<file path="config.mk">
export PLATFORM = sky130hd
export DESIGN_NAME = sid_top
export DESIGN_NICKNAME = d
export VERILOG_FILES = /design/src/verilog/sid_pkg.sv /design/src/verilog/sid_sequencer.sv /design/src/verilog/sid_regs.sv /design/src/verilog/sid_oscillator.sv /design/src/verilog/sid_envelope.sv /design/src/verilog/sid_mixer.sv /design/src/verilog/dac_serializer.sv /design/src/verilog/sid_top.sv
export SDC_FILE = /design/constraint.sdc
export NUM_CORES = 1
export LEC_CHECK = 0
export BUFFER_PORTS_ARGS = -buffer_cell sky130_fd_sc_hd__buf_4
export CORE_AREA = 10 10 245 247
export DETAILED_ROUTE_END_ITERATION = 10
export DIE_AREA = 0 0 255 257
export PLACE_DENSITY = 0.73
export SLEW_MARGIN = 20
export SYNTH_ARGS = -nofsm -noshare
export SYNTH_HDL_FRONTEND = slang
export SYNTH_SLANG_ARGS = --single-unit
</file>
<file path="constraint.sdc">
create_clock -name clk -period 6 [get_ports clk]
set_input_delay 0.6 -clock clk [delete_from_list [all_inputs] [get_ports clk]]
set_output_delay 0.6 -clock clk [all_outputs]
set_load 0.01 [all_outputs]
</file>
<file path="src/verilog/sid_pkg.sv">
// Shared constants for the three-voice SID; widths assume an 8-bit bus and a 12-bit DAC
`default_nettype none

package sid_pkg;

	localparam int num_voices = 3;

	// Datapath widths
	localparam int freq_w = 16;
	localparam int pw_w = 12;
	localparam int acc_w = 24;
	localparam int lfsr_w = 23;
	localparam int env_w = 8;

	// System clocks per sequencer tick
	localparam int tick_div = 6;

	// Register map
	localparam int addr_w = 5;
	localparam int voice_stride = 7;
	localparam int off_freq_lo = 0;
	localparam int off_freq_hi = 1;
	localparam int off_pw_lo = 2;
	localparam int off_pw_hi = 3;
	localparam int off_ctrl = 4;
	localparam int off_atk_dec = 5;
	localparam int off_sus_rel = 6;
	localparam int addr_mode = 24;
	localparam int addr_osc3 = 27;
	localparam int addr_env3 = 28;

	// Control register bits
	localparam int ctrl_bit_noise = 7;
	localparam int ctrl_bit_pulse = 6;
	localparam int ctrl_bit_saw = 5;
	localparam int ctrl_bit_triangle = 4;
	localparam int ctrl_bit_gate = 0;
	localparam int mode_three_off = 7;

	typedef enum logic [1:0] {
		env_attack,
		env_decay_sustain,
		env_release
	} env_state_t;

	// Envelope step periods in voice updates, indexed by the rate nibble
	localparam logic [14:0] rate_table [16] = '{
		15'd8, 15'd31, 15'd62, 15'd94, 15'd148, 15'd219, 15'd266, 15'd312,
		15'd391, 15'd976, 15'd1953, 15'd3125, 15'd3906, 15'd11719, 15'd19531, 15'd31250
	};

	localparam logic [3:0] dac_cmd = 4'b0111;
	localparam logic [acc_w-1:0] acc_reset = 24'h555555;
	localparam logic [lfsr_w-1:0] lfsr_reset = 23'h7fffff;

endpackage

`default_nettype wire

</file>
<file path="src/verilog/sid_sequencer.sv">
// Slot sequencer; one voice slot every 48 clocks, slot 3 is idle and opens the next frame
`default_nettype none

module sid_sequencer (
	input wire clk,
	input wire rst,
	output logic tick,
	output logic [2:0] step,
	output logic [1:0] voice,
	output logic voice_update,
	output logic frame_start
);

	logic [2:0] div_cnt;

	always_ff @(posedge clk) begin
		if (rst) begin
			div_cnt <= '0;
			step <= '0;
		end else begin
			div_cnt <= (div_cnt == 3'(sid_pkg::tick_div - 1)) ? 3'd0 : div_cnt + 3'd1;
			if (tick)
				step <= step + 3'd1;
		end
	end

	assign tick = (div_cnt == 3'd0);
	assign voice = step[2:1];
	// Even steps update a voice, odd steps leave the pipeline time to settle
	assign voice_update = tick && !step[0] && (voice < 2'(sid_pkg::num_voices));
	assign frame_start = tick && (step == 3'd0);

	// A voice slot comes round again after eight steps
	a_slot_period: assert property (@(posedge clk) disable iff (rst)
		voice_update |-> ##(8 * sid_pkg::tick_div) voice_update);

endmodule

`default_nettype wire

</file>
<file path="src/verilog/sid_regs.sv">
// Register file; writes land on the next edge, reads are combinational, unmapped reads give 0
`default_nettype none

module sid_regs (
	input wire clk,
	input wire rst,
	input wire write_en,
	input wire [sid_pkg::addr_w-1:0] addr,
	input wire [7:0] wdata,
	output logic [7:0] rdata,
	output logic [sid_pkg::num_voices-1:0][sid_pkg::freq_w-1:0] freq,
	output logic [sid_pkg::num_voices-1:0][sid_pkg::pw_w-1:0] pw,
	output logic [sid_pkg::num_voices-1:0][7:0] ctrl,
	output logic [sid_pkg::num_voices-1:0][7:0] atk_dec,
	output logic [sid_pkg::num_voices-1:0][7:0] sus_rel,
	output logic [7:0] mode,
	input wire [7:0] osc3,
	input wire [sid_pkg::env_w-1:0] env3
);

	always_ff @(posedge clk) begin
		if (rst) begin
			freq <= '0;
			pw <= '0;
			ctrl <= '0;
			atk_dec <= '0;
			sus_rel <= '0;
			mode <= '0;
		end else if (write_en) begin
			for (int v = 0; v < sid_pkg::num_voices; v++) begin
				case (int'(addr) - v * sid_pkg::voice_stride)
					sid_pkg::off_freq_lo: freq[v][7:0] <= wdata;
					sid_pkg::off_freq_hi: freq[v][15:8] <= wdata;
					sid_pkg::off_pw_lo: pw[v][7:0] <= wdata;
					// Only 12 pulse width bits exist
					sid_pkg::off_pw_hi: pw[v][sid_pkg::pw_w-1:8] <= wdata[3:0];
					sid_pkg::off_ctrl: ctrl[v] <= wdata;
					sid_pkg::off_atk_dec: atk_dec[v] <= wdata;
					sid_pkg::off_sus_rel: sus_rel[v] <= wdata;
					default: ;
				endcase
			end
			if (int'(addr) == sid_pkg::addr_mode)
				mode <= wdata;
		end
	end

	always_comb begin
		rdata = '0;
		for (int v = 0; v < sid_pkg::num_voices; v++) begin
			case (int'(addr) - v * sid_pkg::voice_stride)
				sid_pkg::off_freq_lo: rdata = freq[v][7:0];
				sid_pkg::off_freq_hi: rdata = freq[v][15:8];
				sid_pkg::off_pw_lo: rdata = pw[v][7:0];
				sid_pkg::off_pw_hi: rdata = {4'h0, pw[v][sid_pkg::pw_w-1:8]};
				sid_pkg::off_ctrl: rdata = ctrl[v];
				sid_pkg::off_atk_dec: rdata = atk_dec[v];
				sid_pkg::off_sus_rel: rdata = sus_rel[v];
				default: ;
			endcase
		end
		// Chip-wide registers sit above the voice blocks
		case (int'(addr))
			sid_pkg::addr_mode: rdata = mode;
			sid_pkg::addr_osc3: rdata = osc3;
			sid_pkg::addr_env3: rdata = env3;
			default: ;
		endcase
	end

endmodule

`default_nettype wire

</file>
<file path="src/verilog/sid_oscillator.sv">
// Time-multiplexed oscillator; wave is valid the cycle after voice_update, no waveform gives 0
`default_nettype none

module sid_oscillator (
	input wire clk,
	input wire rst,
	input wire voice_update,
	input wire [1:0] voice,
	input wire [sid_pkg::num_voices-1:0][sid_pkg::freq_w-1:0] freq,
	input wire [sid_pkg::num_voices-1:0][sid_pkg::pw_w-1:0] pw,
	input wire [sid_pkg::num_voices-1:0][7:0] ctrl,
	output logic [sid_pkg::pw_w-1:0] wave,
	output logic [7:0] osc3
);

	logic [sid_pkg::acc_w-1:0] acc [sid_pkg::num_voices];
	logic [sid_pkg::lfsr_w-1:0] lfsr [sid_pkg::num_voices];
	logic [1:0] vsel;
	logic [sid_pkg::acc_w-1:0] cur_acc;
	logic [sid_pkg::acc_w-1:0] acc_next;
	logic [sid_pkg::lfsr_w-1:0] cur_lfsr;
	logic [7:0] cur_ctrl;
	logic [sid_pkg::pw_w-1:0] phase;
	logic [sid_pkg::pw_w-1:0] saw_wave;
	logic [sid_pkg::pw_w-1:0] pulse_wave;
	logic [sid_pkg::pw_w-1:0] tri_wave;
	logic [sid_pkg::pw_w-1:0] noise_wave;
	logic [sid_pkg::pw_w-1:0] wave_next;

	// The idle slot maps to voice 0 but never updates anything
	assign vsel = (voice < 2'(sid_pkg::num_voices)) ? voice : 2'd0;
	assign cur_acc = acc[vsel];
	assign cur_lfsr = lfsr[vsel];
	assign cur_ctrl = ctrl[vsel];
	assign acc_next = cur_acc + sid_pkg::acc_w'(freq[vsel]);
	assign phase = cur_acc[sid_pkg::acc_w-1 -: sid_pkg::pw_w];

	assign saw_wave = phase;
	assign pulse_wave = (phase >= pw[vsel]) ? '1 : '0;
	// Fold the upper half of the ramp back down
	assign tri_wave = {cur_acc[22:12], 1'b0} ^ {sid_pkg::pw_w{cur_acc[23]}};
	assign noise_wave = {cur_lfsr[20], cur_lfsr[18], cur_lfsr[14], cur_lfsr[11],
		cur_lfsr[9], cur_lfsr[5], cur_lfsr[2], cur_lfsr[0], 4'b0000};

	always_comb begin
		wave_next = '0;
		if (|cur_ctrl[7:4]) begin
			wave_next = (cur_ctrl[sid_pkg::ctrl_bit_pulse] ? pulse_wave : '1) &
				(cur_ctrl[sid_pkg::ctrl_bit_saw] ? saw_wave : '1) &
				(cur_ctrl[sid_pkg::ctrl_bit_triangle] ? tri_wave : '1) &
				(cur_ctrl[sid_pkg::ctrl_bit_noise] ? noise_wave : '1);
		end
	end

	always_ff @(posedge clk) begin
		if (rst) begin
			for (int v = 0; v < sid_pkg::num_voices; v++) begin
				acc[v] <= sid_pkg::acc_reset;
				lfsr[v] <= sid_pkg::lfsr_reset;
			end
			wave <= '0;
			osc3 <= '0;
		end else if (voice_update) begin
			acc[vsel] <= acc_next;
			// Noise clocks on the rising edge of accumulator bit 19
			if (!cur_acc[19] && acc_next[19])
				lfsr[vsel] <= {cur_lfsr[21:0], cur_lfsr[22] ^ cur_lfsr[17]};
			wave <= wave_next;
			if (vsel == 2'(sid_pkg::num_voices - 1))
				osc3 <= wave_next[sid_pkg::pw_w-1 -: 8];
		end
	end

endmodule

`default_nettype wire

</file>
<file path="src/verilog/sid_envelope.sv">
// Linear ADSR per voice; level is valid the cycle after voice_update and lags one step behind
`default_nettype none

module sid_envelope (
	input wire clk,
	input wire rst,
	input wire voice_update,
	input wire [1:0] voice,
	input wire [sid_pkg::num_voices-1:0][7:0] ctrl,
	input wire [sid_pkg::num_voices-1:0][7:0] atk_dec,
	input wire [sid_pkg::num_voices-1:0][7:0] sus_rel,
	output logic [sid_pkg::env_w-1:0] level,
	output logic [sid_pkg::env_w-1:0] env3
);

	sid_pkg::env_state_t state [sid_pkg::num_voices];
	logic [14:0] cnt [sid_pkg::num_voices];
	logic [sid_pkg::env_w-1:0] lvl [sid_pkg::num_voices];
	logic [1:0] vsel;
	sid_pkg::env_state_t cur_state;
	logic [sid_pkg::env_w-1:0] cur_lvl;
	logic [sid_pkg::env_w-1:0] sus_lvl;
	logic gate;
	logic [3:0] rate_idx;
	logic env_top;

	assign vsel = (voice < 2'(sid_pkg::num_voices)) ? voice : 2'd0;
	assign cur_state = state[vsel];
	assign cur_lvl = lvl[vsel];
	assign gate = ctrl[vsel][sid_pkg::ctrl_bit_gate];
	// Sustain nibble spans the whole level range
	assign sus_lvl = {2{sus_rel[vsel][7:4]}};
	assign env3 = lvl[sid_pkg::num_voices-1];

	always_comb begin
		case (cur_state)
			sid_pkg::env_attack: rate_idx = atk_dec[vsel][7:4];
			sid_pkg::env_decay_sustain: rate_idx = atk_dec[vsel][3:0];
			default: rate_idx = sus_rel[vsel][3:0];
		endcase
	end

	// A lowered rate must not leave the counter stuck above its period
	assign env_top = (cnt[vsel] >= sid_pkg::rate_table[rate_idx]);

	always_ff @(posedge clk) begin
		if (rst) begin
			for (int v = 0; v < sid_pkg::num_voices; v++) begin
				state[v] <= sid_pkg::env_release;
				cnt[v] <= '0;
				lvl[v] <= '0;
			end
			level <= '0;
		end else if (voice_update) begin
			level <= cur_lvl;
			cnt[vsel] <= env_top ? 15'd0 : cnt[vsel] + 15'd1;

			if (!gate)
				state[vsel] <= sid_pkg::env_release;
			else if (cur_state == sid_pkg::env_release)
				state[vsel] <= sid_pkg::env_attack;
			else if (cur_state == sid_pkg::env_attack && cur_lvl == '1)
				state[vsel] <= sid_pkg::env_decay_sustain;

			if (env_top) begin
				case (cur_state)
					sid_pkg::env_attack: begin
						if (cur_lvl != '1)
							lvl[vsel] <= cur_lvl + 1'b1;
					end
					sid_pkg::env_decay_sustain: begin
						// Stops at the sustain level; a raised sustain simply holds
						if (cur_lvl > sus_lvl)
							lvl[vsel] <= cur_lvl - 1'b1;
					end
					default: begin
						if (cur_lvl != '0)
							lvl[vsel] <= cur_lvl - 1'b1;
					end
				endcase
			end
		end
	end

	for (genvar g = 0; g < sid_pkg::num_voices; g++) begin : g_wrap_chk
		a_no_overflow: assert property (@(posedge clk) disable iff (rst)
			lvl[g] == '1 |=> lvl[g] != '0);
		a_no_underflow: assert property (@(posedge clk) disable iff (rst)
			lvl[g] == '0 |=> lvl[g] != '1);
	end

endmodule

`default_nettype wire

</file>
<file path="src/verilog/sid_mixer.sv">
// Voice mixer; each term is truncated to a quarter step, only bit 7 of mode is honoured
`default_nettype none

module sid_mixer (
	input wire clk,
	input wire rst,
	input wire voice_update,
	input wire [1:0] voice,
	input wire frame_start,
	input wire [sid_pkg::pw_w-1:0] wave,
	input wire [sid_pkg::env_w-1:0] level,
	input wire [7:0] mode,
	output logic [sid_pkg::pw_w-1:0] sample,
	output logic sample_ready
);

	logic upd_d;
	logic [1:0] voice_d;
	logic add_en;
	logic [sid_pkg::pw_w+sid_pkg::env_w-1:0] product;
	logic [sid_pkg::pw_w-1:0] scaled;
	logic [sid_pkg::pw_w+1:0] term;
	logic [sid_pkg::pw_w+1:0] acc;

	// Wave and level arrive one cycle after the slot strobe
	assign add_en = upd_d &&
		!(mode[sid_pkg::mode_three_off] && voice_d == 2'(sid_pkg::num_voices - 1));
	assign product = wave * level;
	assign scaled = product[sid_pkg::pw_w+sid_pkg::env_w-1 -: sid_pkg::pw_w];
	assign term = {2'b00, scaled[sid_pkg::pw_w-1:2], 2'b00};

	always_ff @(posedge clk) begin
		if (rst) begin
			upd_d <= 1'b0;
			voice_d <= '0;
			acc <= '0;
			sample <= '0;
			sample_ready <= 1'b0;
		end else begin
			upd_d <= voice_update;
			voice_d <= voice;
			sample_ready <= frame_start;
			if (frame_start) begin
				sample <= acc[sid_pkg::pw_w+1:2];
				acc <= add_en ? term : '0;
			end else if (add_en) begin
				acc <= acc + term;
			end
		end
	end

endmodule

`default_nettype wire

</file>
<file path="src/verilog/dac_serializer.sv">
// DAC7611 frame of 36 phases at 4 ticks each; idles at phase 35 until a sample is ready
`default_nettype none

module dac_serializer (
	input wire clk,
	input wire rst,
	input wire tick,
	input wire [sid_pkg::pw_w-1:0] sample,
	input wire sample_ready,
	output logic dac_clk,
	output logic dac_dat,
	output logic dac_le_n,
	output logic dac_cs_n
);

	logic [1:0] tick_cnt;
	logic [5:0] phase;
	logic [15:0] shift;
	logic pending;
	logic phase_en;

	assign phase_en = tick && (tick_cnt == 2'd0);

	always_ff @(posedge clk) begin
		if (rst) begin
			tick_cnt <= '0;
			phase <= 6'd35;
			pending <= 1'b0;
			dac_clk <= 1'b0;
			dac_dat <= 1'b0;
			dac_le_n <= 1'b1;
			dac_cs_n <= 1'b1;
		end else begin
			// The ready pulse falls between phase steps, so hold it
			if (sample_ready)
				pending <= 1'b1;
			if (tick)
				tick_cnt <= tick_cnt + 2'd1;
			if (phase_en) begin
				dac_le_n <= 1'b1;
				if (phase != 6'd35)
					phase <= phase + 6'd1;
				if (phase < 6'd32) begin
					if (phase[0]) begin
						dac_clk <= 1'b1;
					end else begin
						dac_dat <= shift[15];
						shift <= {shift[14:0], 1'b0};
						dac_clk <= 1'b0;
						dac_cs_n <= 1'b0;
					end
				end else if (phase == 6'd32) begin
					// Word done, deselect before the latch pulse
					dac_clk <= 1'b0;
					dac_cs_n <= 1'b1;
				end else if (phase == 6'd33) begin
					dac_le_n <= 1'b0;
				end else if (phase == 6'd35) begin
					dac_cs_n <= 1'b1;
					shift <= {sid_pkg::dac_cmd, sample};
					if (pending || sample_ready) begin
						phase <= 6'd0;
						pending <= 1'b0;
					end
				end
			end
		end
	end

	a_le_deselected: assert property (@(posedge clk) disable iff (rst)
		!dac_le_n |-> dac_cs_n);

endmodule

`default_nettype wire

</file>
<file path="src/verilog/sid_top.sv">
// SID top level; synchronous active-high reset, plain write strobe, no bus handshake
`default_nettype none

module sid_top (
	input wire clk,
	input wire rst,
	input wire write_en,
	input wire [sid_pkg::addr_w-1:0] addr,
	input wire [7:0] wdata,
	output logic [7:0] rdata,
	output logic dac_clk,
	output logic dac_dat,
	output logic dac_le_n,
	output logic dac_cs_n
);

	logic tick;
	logic [1:0] voice;
	logic voice_update;
	logic frame_start;
	logic [sid_pkg::num_voices-1:0][sid_pkg::freq_w-1:0] freq;
	logic [sid_pkg::num_voices-1:0][sid_pkg::pw_w-1:0] pw;
	logic [sid_pkg::num_voices-1:0][7:0] ctrl;
	logic [sid_pkg::num_voices-1:0][7:0] atk_dec;
	logic [sid_pkg::num_voices-1:0][7:0] sus_rel;
	logic [7:0] mode;
	logic [7:0] osc3;
	logic [sid_pkg::env_w-1:0] env3;
	logic [sid_pkg::pw_w-1:0] wave;
	logic [sid_pkg::env_w-1:0] level;
	logic [sid_pkg::pw_w-1:0] sample;
	logic sample_ready;

	sid_sequencer u_seq (
		.clk(clk), .rst(rst), .tick(tick), .step(),
		.voice(voice), .voice_update(voice_update), .frame_start(frame_start)
	);

	sid_regs u_regs (
		.clk(clk), .rst(rst), .write_en(write_en), .addr(addr), .wdata(wdata),
		.rdata(rdata), .freq(freq), .pw(pw), .ctrl(ctrl), .atk_dec(atk_dec),
		.sus_rel(sus_rel), .mode(mode), .osc3(osc3), .env3(env3)
	);

	sid_oscillator u_osc (
		.clk(clk), .rst(rst), .voice_update(voice_update), .voice(voice),
		.freq(freq), .pw(pw), .ctrl(ctrl), .wave(wave), .osc3(osc3)
	);

	sid_envelope u_env (
		.clk(clk), .rst(rst), .voice_update(voice_update), .voice(voice),
		.ctrl(ctrl), .atk_dec(atk_dec), .sus_rel(sus_rel), .level(level), .env3(env3)
	);

	sid_mixer u_mix (
		.clk(clk), .rst(rst), .voice_update(voice_update), .voice(voice),
		.frame_start(frame_start), .wave(wave), .level(level), .mode(mode),
		.sample(sample), .sample_ready(sample_ready)
	);

	dac_serializer u_dac (
		.clk(clk), .rst(rst), .tick(tick), .sample(sample), .sample_ready(sample_ready),
		.dac_clk(dac_clk), .dac_dat(dac_dat), .dac_le_n(dac_le_n), .dac_cs_n(dac_cs_n)
	);

endmodule

`default_nettype wire

</file>
==> summary.md, run 1 <==
| Metric | Value |
|---|---|
| Outcome | complete, but fails checks |
| Violated checks | setup timing |
| Fin. Hold Viols | 0 |
| Worst Hold Path EP | u_regs.ctrl[20]$_SDFFE_PP0P_ |
| Min-delay src | wdata[4] |
| R2R Path End | u_mix.acc[9]$_SDFFE_PP0P_ |
| Worst reg2reg setup slack | -20 ps |
| Layout cells sized above 1 | 0.1785 |
| Post-route core utilization | 0.6196 |
| Pre-antenna DRT Iters | 7 |
| Syn. warnings | 0 |
| GP Congestion | 0.9727 |
| Power Density | 274.8 nW/um2 |
| PnR Total Power | 9.343 mW |
| Remaining Overflow, GRT | 0 |
| Worst Path Class, Setup | reg2reg |
| CTS Buf Count | 57 |
| Path depth of the worst reg2reg path | 24 |
| Clock tree root driver cell | clkbuf_16 |
| Clk slew on worst S/H paths | 60 ps |
| Most common cell after layout, fill and taps aside | nand2_1 |
| Slowest stage delay, CP | 550 ps |
| Post-CTS Hold Fix Bufs | 0 |
| Synth Flop Type | edfxtp_1 |
| ANT cells | 0 |
| Worst-case clock buffer depth | 3 |
| Via density | 6.237 |
| Syn Area/Cell | 10.27 um2 |
| Slowest cell on crit path | fa_1 |
| Synthesized instance count | 2920 |
| Leakage | 12.59 nW |
| Worst Clk Skew | 49.95 ps |
| Tightest Pin Transition | 1199 ps |
| Area added between synthesis and finish | 13.34% |
| Post-synth ARST share | 0 |
| Final Setup Violations | 1 |
| Slew Viols, Final | 0 |
| Maxcap violations | 0 |
| Height of the chip | 257 um |
| CTS tree | yes |
| I/O Buffers | 27 |
| Num ports | 28 |
| Sequential area share after synthesis | 0.4637 |
| CP Cell Sequence | buf_4 > and2_1 > fa_1 > fa_1 > fa_1 > inv_1 > fa_1 > inv_1 > ha_4 > a21oi_2 > nand2b_4 > buf_4 > nand2_4 > nor2_1 > xnor2_1 > ha_1 > a21o_1 > a21oi_1 > o21ai_2 > buf_4 > o41ai_1 > xor2_1 > o21ai_0 > a32o_1 |
| Worst setup EP type | register |
| Vias in the first global route | 22910 |
| Register bit total from synthesis | 543 |
| RSZ-0062 raised after global routing | yes |
| Buf/Inv on CP | 5 |
| Via count | 23330 |
| Period Utilization, post-route | 1.003 |
| Worst path top cell family by delay | adder cells |
| CP startpoint kind | register |
| Maximum clock rate | 166.1 MHz |
| PnR worst setup slack | -19.61 ps |
| Worst Path Arrival | 6510 ps |
| R2R Path Start | u_osc.wave[5]$_SDFFE_PP0P_ |
| Max IR drop VDD | 0.2729 mV |
| Synthesized net count | 3124 |
| Clock sinks | 543 |
| Layout fillers | 4451 |
| Worst-Skew Late Latency | 640 ps |
| GRT Overall Usage | 0.2508 |
| Hold WC Path Type | in2reg |
| Slew headroom | 0.1942 |
| Largest net degree at the start of global routing | 98 |
| Critical path peak fanout | 6 |
| CP most frequent cell | fa_1 |
| H-tree levels | 2 |
| Drt drc | 0 |
| Num rows | 86 |
| Die footprint | 65540 um2 |
| 1st-iter DRT viols | 2780 |
| Layout Nets | 3193 |
| Tmin final | 6020 ps |
| WL final | 83.64 mm |
| Hold path cells | 3 |
| Worst Setup SP | u_osc.wave[5]$_SDFFE_PP0P_ |
| Most frequent cells in the layout | nand2_1, edfxtp_1, nor2_1 |
| Initial antenna violation count | 1 |
| Core Area | 54880 um2 |
| Netlist cell types | 86 |
| Initial Util | 0.5467 |
| EDFF count, synth | 304 |
| Die width | 255 um |
| Synthesized area | 30000 um2 |
| CP required | 6490 ps |
| First-pass GRT wire length | 129.8 mm |
| Wire per inst | 22.36 um |
| Detail Placement HPWL | 57.13 mm |
| Routed Antenna Nets | 0 |
per-stage QoR:
step / instance area, um2 / hold slack (ps) / instances / setup TNS, ps / setup slack (ps)
after floorplan: 30010 / 431.7 / 2920 / -211.1 / -211.1
after global placement: 31540 / 443.8 / 3619 / -511.4 / -299.7
after detailed placement: 31540 / 446.7 / 3619 / -1513 / -430.8
after CTS: 33810 / 358.8 / 3737 / 0 / 55.80
after global routing: 34000 / 386.8 / 3741 / -846.5 / -272.3
final: 34000 / 399.4 / 3741 / -19.61 / -19.61
worst min-delay path, stage by stage:
cell,delay (ps)
buf_4,220
nand3_1,110
a21oi_1,60
metal layers:
metal / vias up / routed length [um] / track usage
li1: 10530 / - / -
met1: 11480 / 33350 / 0.3285
met2: 1107 / 39640 / 0.4070
met3: 211 / 7093 / 0.04103
met4: 2 / 3547 / 0.1032
met5: - / 8 / 0
flip-flops by register name, indices dropped and copies added (netlist names), 2 cells and up:
register / count
u_osc.acc: 96
u_osc.lfsr: 92
u_env.cnt: 60
u_regs.freq: 48
u_regs.pw: 36
u_env.lvl: 32
u_regs.atk_dec: 24
u_regs.ctrl: 24
u_regs.sus_rel: 24
u_dac.shift: 16
u_mix.acc: 12
u_mix.sample: 12
u_osc.wave: 12
u_env.level: 8
u_env.state: 8
u_osc.osc3: 8
u_regs.mode: 8
u_dac.phase: 6
u_seq.div_cnt: 3
u_seq.step: 3
u_dac.tick_cnt: 2
u_mix.voice_d: 2
report_power, final:
group	internal (mW)	total, mW	switching (mW)
logic	0.502	1.48	0.981
registers	4.08	4.16	0.0860
clock network	2.19	3.70	1.51
worst max path at each step:
stage,endpoint,slack (ps),cells past startpoint
6_report,u_mix.acc[9]$_SDFFE_PP0P_,-20,24
5_1_grt,u_mix.acc[9]$_SDFFE_PP0P_,-270,24
4_1_cts,u_mix.acc[10]$_SDFFE_PP0P_,60,27
3_5_place_dp,u_mix.acc[11]$_SDFFE_PP0P_,-430,22
3_3_place_gp,u_mix.acc[11]$_SDFFE_PP0P_,-300,22
2_1_floorplan,u_mix.acc[11]$_SDFFE_PP0P_,-210,21
cells in the mapped netlist (8+ instances only):
cell / n / share of area
fa_1: 61 / 0.041
mux2i_1: 119 / 0.040
nand2b_1: 25 / 0.0052
inv_1: 147 / 0.018
a21o_1: 23 / 0.0058
and3_1: 18 / 0.0038
clkbuf_1: 135 / 0.017
a211oi_1: 8 / 0.0020
and2_1: 83 / 0.017
nor3_1: 42 / 0.0070
nor2b_1: 11 / 0.0023
ha_1: 127 / 0.053
a221oi_1: 14 / 0.0041
o21ai_0: 71 / 0.012
dfxtp_1: 239 / 0.16
buf_2: 25 / 0.0042
a22o_1: 18 / 0.0053
a222oi_1: 11 / 0.0037
a21oi_1: 227 / 0.038
nand2_1: 359 / 0.045
or2_2: 71 / 0.015
mux2_2: 23 / 0.0086
o22ai_1: 11 / 0.0023
nand4_1: 22 / 0.0046
xor2_1: 29 / 0.0085
edfxtp_1: 304 / 0.30
nor2_1: 246 / 0.031
nand3_1: 148 / 0.025
xnor2_1: 40 / 0.012
buf_4: 8 / 0.0020
mux4_2: 72 / 0.054
a22oi_1: 36 / 0.0090
o211ai_1: 12 / 0.0030
cell type report:
type / instances / area, um2 / area share
Tap cell: 704 / 880.8 / 0.02590
Timing Repair Buffer: 191 / 1501 / 0.04415
Sequential cell: 543 / 13940 / 0.4099
Clock inverter: 33 / 404.1 / 0.01189
Clock buffer: 74 / 1563 / 0.04596
Multi-Input combinational cell: 2049 / 15160 / 0.4459
Inverter: 147 / 551.8 / 0.01623
timing repair:
action                                  in CTS  in global routing
setup buffers                               11                  5
endpoints found under the setup margin       8                 21
gates resized for setup                     56                 38
pin swaps                                   34                 29
kinds of logic after synthesis:
logic type	after synthesis	synth area share
adders and majority gates	188	0.09367
xor gates and xnor gates	69	0.02014
and+or+nand+nor	1067	0.1675
muxes	215	0.1028
buffers and inverters	328	0.04458
AOI/OAI and AO/OA	510	0.1076
DFF	543	0.4637
(Power assumes the default switching activity.)
==> run 2: changes to the inputs <==
--- a/config.mk
+++ b/config.mk
@@ -5,10 +5,12 @@
 export SDC_FILE = /design/constraint.sdc
 export NUM_CORES = 1
 export LEC_CHECK = 0
+export ABC_AREA = 1
 export BUFFER_PORTS_ARGS = -buffer_cell sky130_fd_sc_hd__buf_4
-export CORE_AREA = 10 10 245 247
+export CAP_MARGIN = 20
+export CORE_AREA = 10 10 248 250
 export DETAILED_ROUTE_END_ITERATION = 10
-export DIE_AREA = 0 0 255 257
+export DIE_AREA = 0 0 258 260
 export PLACE_DENSITY = 0.73
 export SLEW_MARGIN = 20
 export SYNTH_ARGS = -nofsm -noshare
==> run 2 against run 1 <==
  * The run now ends clean
  * Hold slack worse by 110 ps
  * Count of clock-buffer cells in the layout rose by 10
  * Worst setup slack improved by 400 ps
  * Clock skew decreased by 18 ps
  * Via count increased by 10%
  * Synthesized cell count up 30%
  * Register-to-register slack gained 400 ps
  * Sequential share of layout area is 0.60 points higher
  * First-iteration DRC count fell by 8.5%
  * Non-clock buffer count down 111
  * Final cell count grew 22%
  * Critical endpoint is now u_env.lvl[3][1]$_DFFE_PP_
  * Highest routed layer unchanged
==> summary.md, run 2 <==
| Metric | Value |
|---|---|
| Layout Nets | 3955 |
| Combinational share of power | 0.260 |
| Register bit total from synthesis | 543 |
| Worst setup EP type | register |
| Worst Path Class, Setup | reg2reg |
| Hold WC Path Type | in2reg |
| Remaining Overflow, GRT | 0 |
| Synth Flop Type | edfxtp_1 |
| Worst Path Arrival | 5970 ps |
| Worst-case clock buffer depth | 3 |
| Post-synth ARST share | 0 |
| Max IR drop VDD | 0.2496 mV |
| Buf/Inv on CP | 6 |
| Clock tree root driver cell | clkbuf_16 |
| Sw power | 3.552 mW |
| Pre-CTS setup slack | 276.9 ps |
| CTS tree | yes |
| Pre-antenna DRT Iters | 6 |
| Final Cell Area | 33470 um2 |
| Core Area | 56280 um2 |
| CTS Buf Count | 57 |
| Leakage | 13.92 nW |
| Largest regs | u_osc.acc x96, u_osc.lfsr x92, u_env.cnt x60 |
| Period Utilization, post-route | 0.9372 |
| Netlist cell types | 48 |
| Initial Util | 0.5456 |
| Largest net degree at the start of global routing | 85 |
| Sequential area share after synthesis | 0.4531 |
| Height of the chip | 260 um |
| GP Congestion | 1.022 |
| Via density | 5.656 |
| Maximum clock rate | 177.8 MHz |
| Max reg flops | 96 |
| ANT cells | 0 |
| Detail Placement HPWL | 58.15 mm |
| Register share of total power | 0.405 |
| Area added between synthesis and finish | 9.018% |
| Post-CTS setup buffer count | 0 |
| Synth area leader | edfxtp_1 |
| Worst path top cell family by delay | simple AND/OR/NAND/NOR gates |
| Placed Area | 31590 um2 |
| Clock sinks | 543 |
| Non-Filler Instances | 4555 |
| Slew headroom | 0.2917 |
| GRT Overall Usage | 0.2518 |
| Power Density | 317.1 nW/um2 |
| CP most frequent cell | nand2_1 |
| Layout cells sized above 1 | 0.07265 |
| Die footprint | 67080 um2 |
| Layout fillers | 5030 |
| Setup TNS | 0 ps |
| Num ports | 28 |
| Tmin final | 5623 ps |
| I/O Buffers | 27 |
| WL final | 85.82 mm |
| Tightest Pin Transition | 1053 ps |
| Maxcap violations | 0 |
| Placed Cells | 4448 |
| Routed Antenna Nets | 0 |
| 1st-iter DRT viols | 2543 |
| CP required | 6350 ps |
| Synthesized net count | 3991 |
| Internal Pwr Total | 7.061 mW |
| CP Cell Sequence | inv_1 > ha_4 > buf_4 > buf_4 > o21ai_0 > a22oi_1 > nand2_1 > nand3_1 > buf_4 > nand2_1 > nor2_1 > a21oi_1 > ha_1 > nand2_1 > nor4_1 > nand2_1 > nand3_1 > nand2_1 > clkinv_1 > nand3_1 > nand2_2 > nand2_4 > nor2_1 > buf_4 |
| Critical path peak fanout | 61 |
| PnR worst setup slack | 376.8 ps |
| First-pass GRT wire length | 135.0 mm |
| EDFF count, synth | 304 |
| Initial antenna violation count | 1 |
| Synthesized area | 30700 um2 |
| Num rows | 87 |
| Slew Viols, Final | 0 |
| Outcome | completed |
| Sw Ratio | 0.3346 |
| Worst Clk Skew | 32.23 ps |
| Syn. warnings | 0 |
| Via count | 25770 |
| Most flop-heavy register | u_osc.acc |
| Slowest cell on crit path | buf_4 |
| Count leader, synth | nand2_1 |
| Synthesized instance count | 3787 |
| Top-area cell type share of the netlist area | 0.2973 |
| Slowest stage delay, CP | 570 ps |
| Drt drc | 0 |
| Vias in the first global route | 24490 |
| Clk pwr share | 0.334 |
| Die width | 258 um |
| CP startpoint kind | register |
| Top cells by area, synth | edfxtp_1, dfxtp_1, nand2_1 |
| Worst-Skew Late Latency | 650 ps |
| Syn Area/Cell | 8.108 um2 |
| Clk slew on worst S/H paths | 60 ps |
| RSZ-0062 raised after global routing | no |
| Fin. Hold Viols | 0 |
| Wire per inst | 18.84 um |
| PnR Total Power | 10.61 mW |
| H-tree levels | 2 |
| Final Setup Violations | 0 |
| Top cells by count, synth | nand2_1, inv_1, o21ai_0, nor2_1, edfxtp_1 |
| Most frequent cells in the layout | nand2_1, inv_1, o21ai_0 |
| Most common cell after layout, fill and taps aside | nand2_1 |
==> run 2: cell types whose count changed after synthesis, moves of 57 or more <==
cell     previous run  this run
mux4_2             72         0
o22ai_1            11        89
nor2_1            246       313
mux2i_1           119         1
inv_1             147       561
a21oi_1           227       284
and2_1             83         0
nand2_1           359       782
o21ai_0            71       319
==> run 2: path summary, 6_finish.rpt <==
kind / start / end / slack (ps) / cells after the start
hold reg to reg: u_regs.ctrl[19]$_SDFFE_PP0P_ / u_regs.ctrl[19]$_SDFFE_PP0P_ / 450 / 2
hold / removal: rst / u_mix.upd_d$_SDFF_PP0_ / 290 / 2
setup reg to reg: u_seq.step[2]$_SDFFE_PP0N_ / u_env.lvl[3][1]$_DFFE_PP_ / 380 / 24
setup / recovery: u_seq.step[2]$_SDFFE_PP0N_ / u_env.lvl[3][1]$_DFFE_PP_ / 380 / 24
==> run 2: cells by family after synthesis <==
group	after synthesis	share of synthesized area
AND/OR/NAND/NOR	1362	0.1826
XOR/XNOR	45	0.01284
buffers and inverters	763	0.09580
multiplexers	1	0.0003260
AO/OA/AOI/OAI	885	0.1638
adder cells (fa/ha/maj)	188	0.09152
flip-flops	543	0.4531
==> run 2: through the flow <==
step / hold WS [ps] / utilization
final: 285.4 / 0.5948
after detailed placement: 443.6 / 0.5613
after global routing: 253.1 / 0.5948
after CTS: 248.8 / 0.5946
after floorplan: 424.5 / -
after global placement: 434.5 / 0.5613
==> run 2: timing repair <==
item,in CTS,in global routing
hold buffers,0,0
resized for setup,0,11
setup endpoints to repair,0,8
==> run 2: per-layer routing <==
metal | share of wire | track usage | vias up
met5 | 0.00015 | 0 | -
met4 | 0.048 | 0.1211 | 2
met3 | 0.075 | 0.03738 | 233
met2 | 0.46 | 0.4038 | 1016
met1 | 0.42 | 0.3311 | 12060
li1 | - | - | 12460
==> run 2: power by group through the flow <==
| stage | Sequential, mW | Combinational, mW | Clock (mW) |
|---|---|---|---|
| 6_report | 4.30 | 2.76 | 3.55 |
| 5_1_grt | 4.32 | 3.11 | 3.73 |
| 4_1_cts | 4.30 | 2.73 | 3.57 |
| 3_5_place_dp | 4.38 | 2.70 | 0 |
| 3_3_place_gp | 4.37 | 2.67 | 0 |
| 2_1_floorplan | 4.30 | 2.03 | 0 |
==> run 2: final cells by class <==
cell class | instances | area [um2] | share of cell area
Tap cell | 756 | 945.9 | 0.02826
Clock buffer | 84 | 1654 | 0.04942
Inverter | 588 | 2213 | 0.06612
Clock inverter | 23 | 219.0 | 0.006541
Multi-Input combinational cell | 2481 | 13900 | 0.4154
Sequential cell | 543 | 13920 | 0.4160
Timing Repair Buffer | 80 | 613.1 | 0.01832
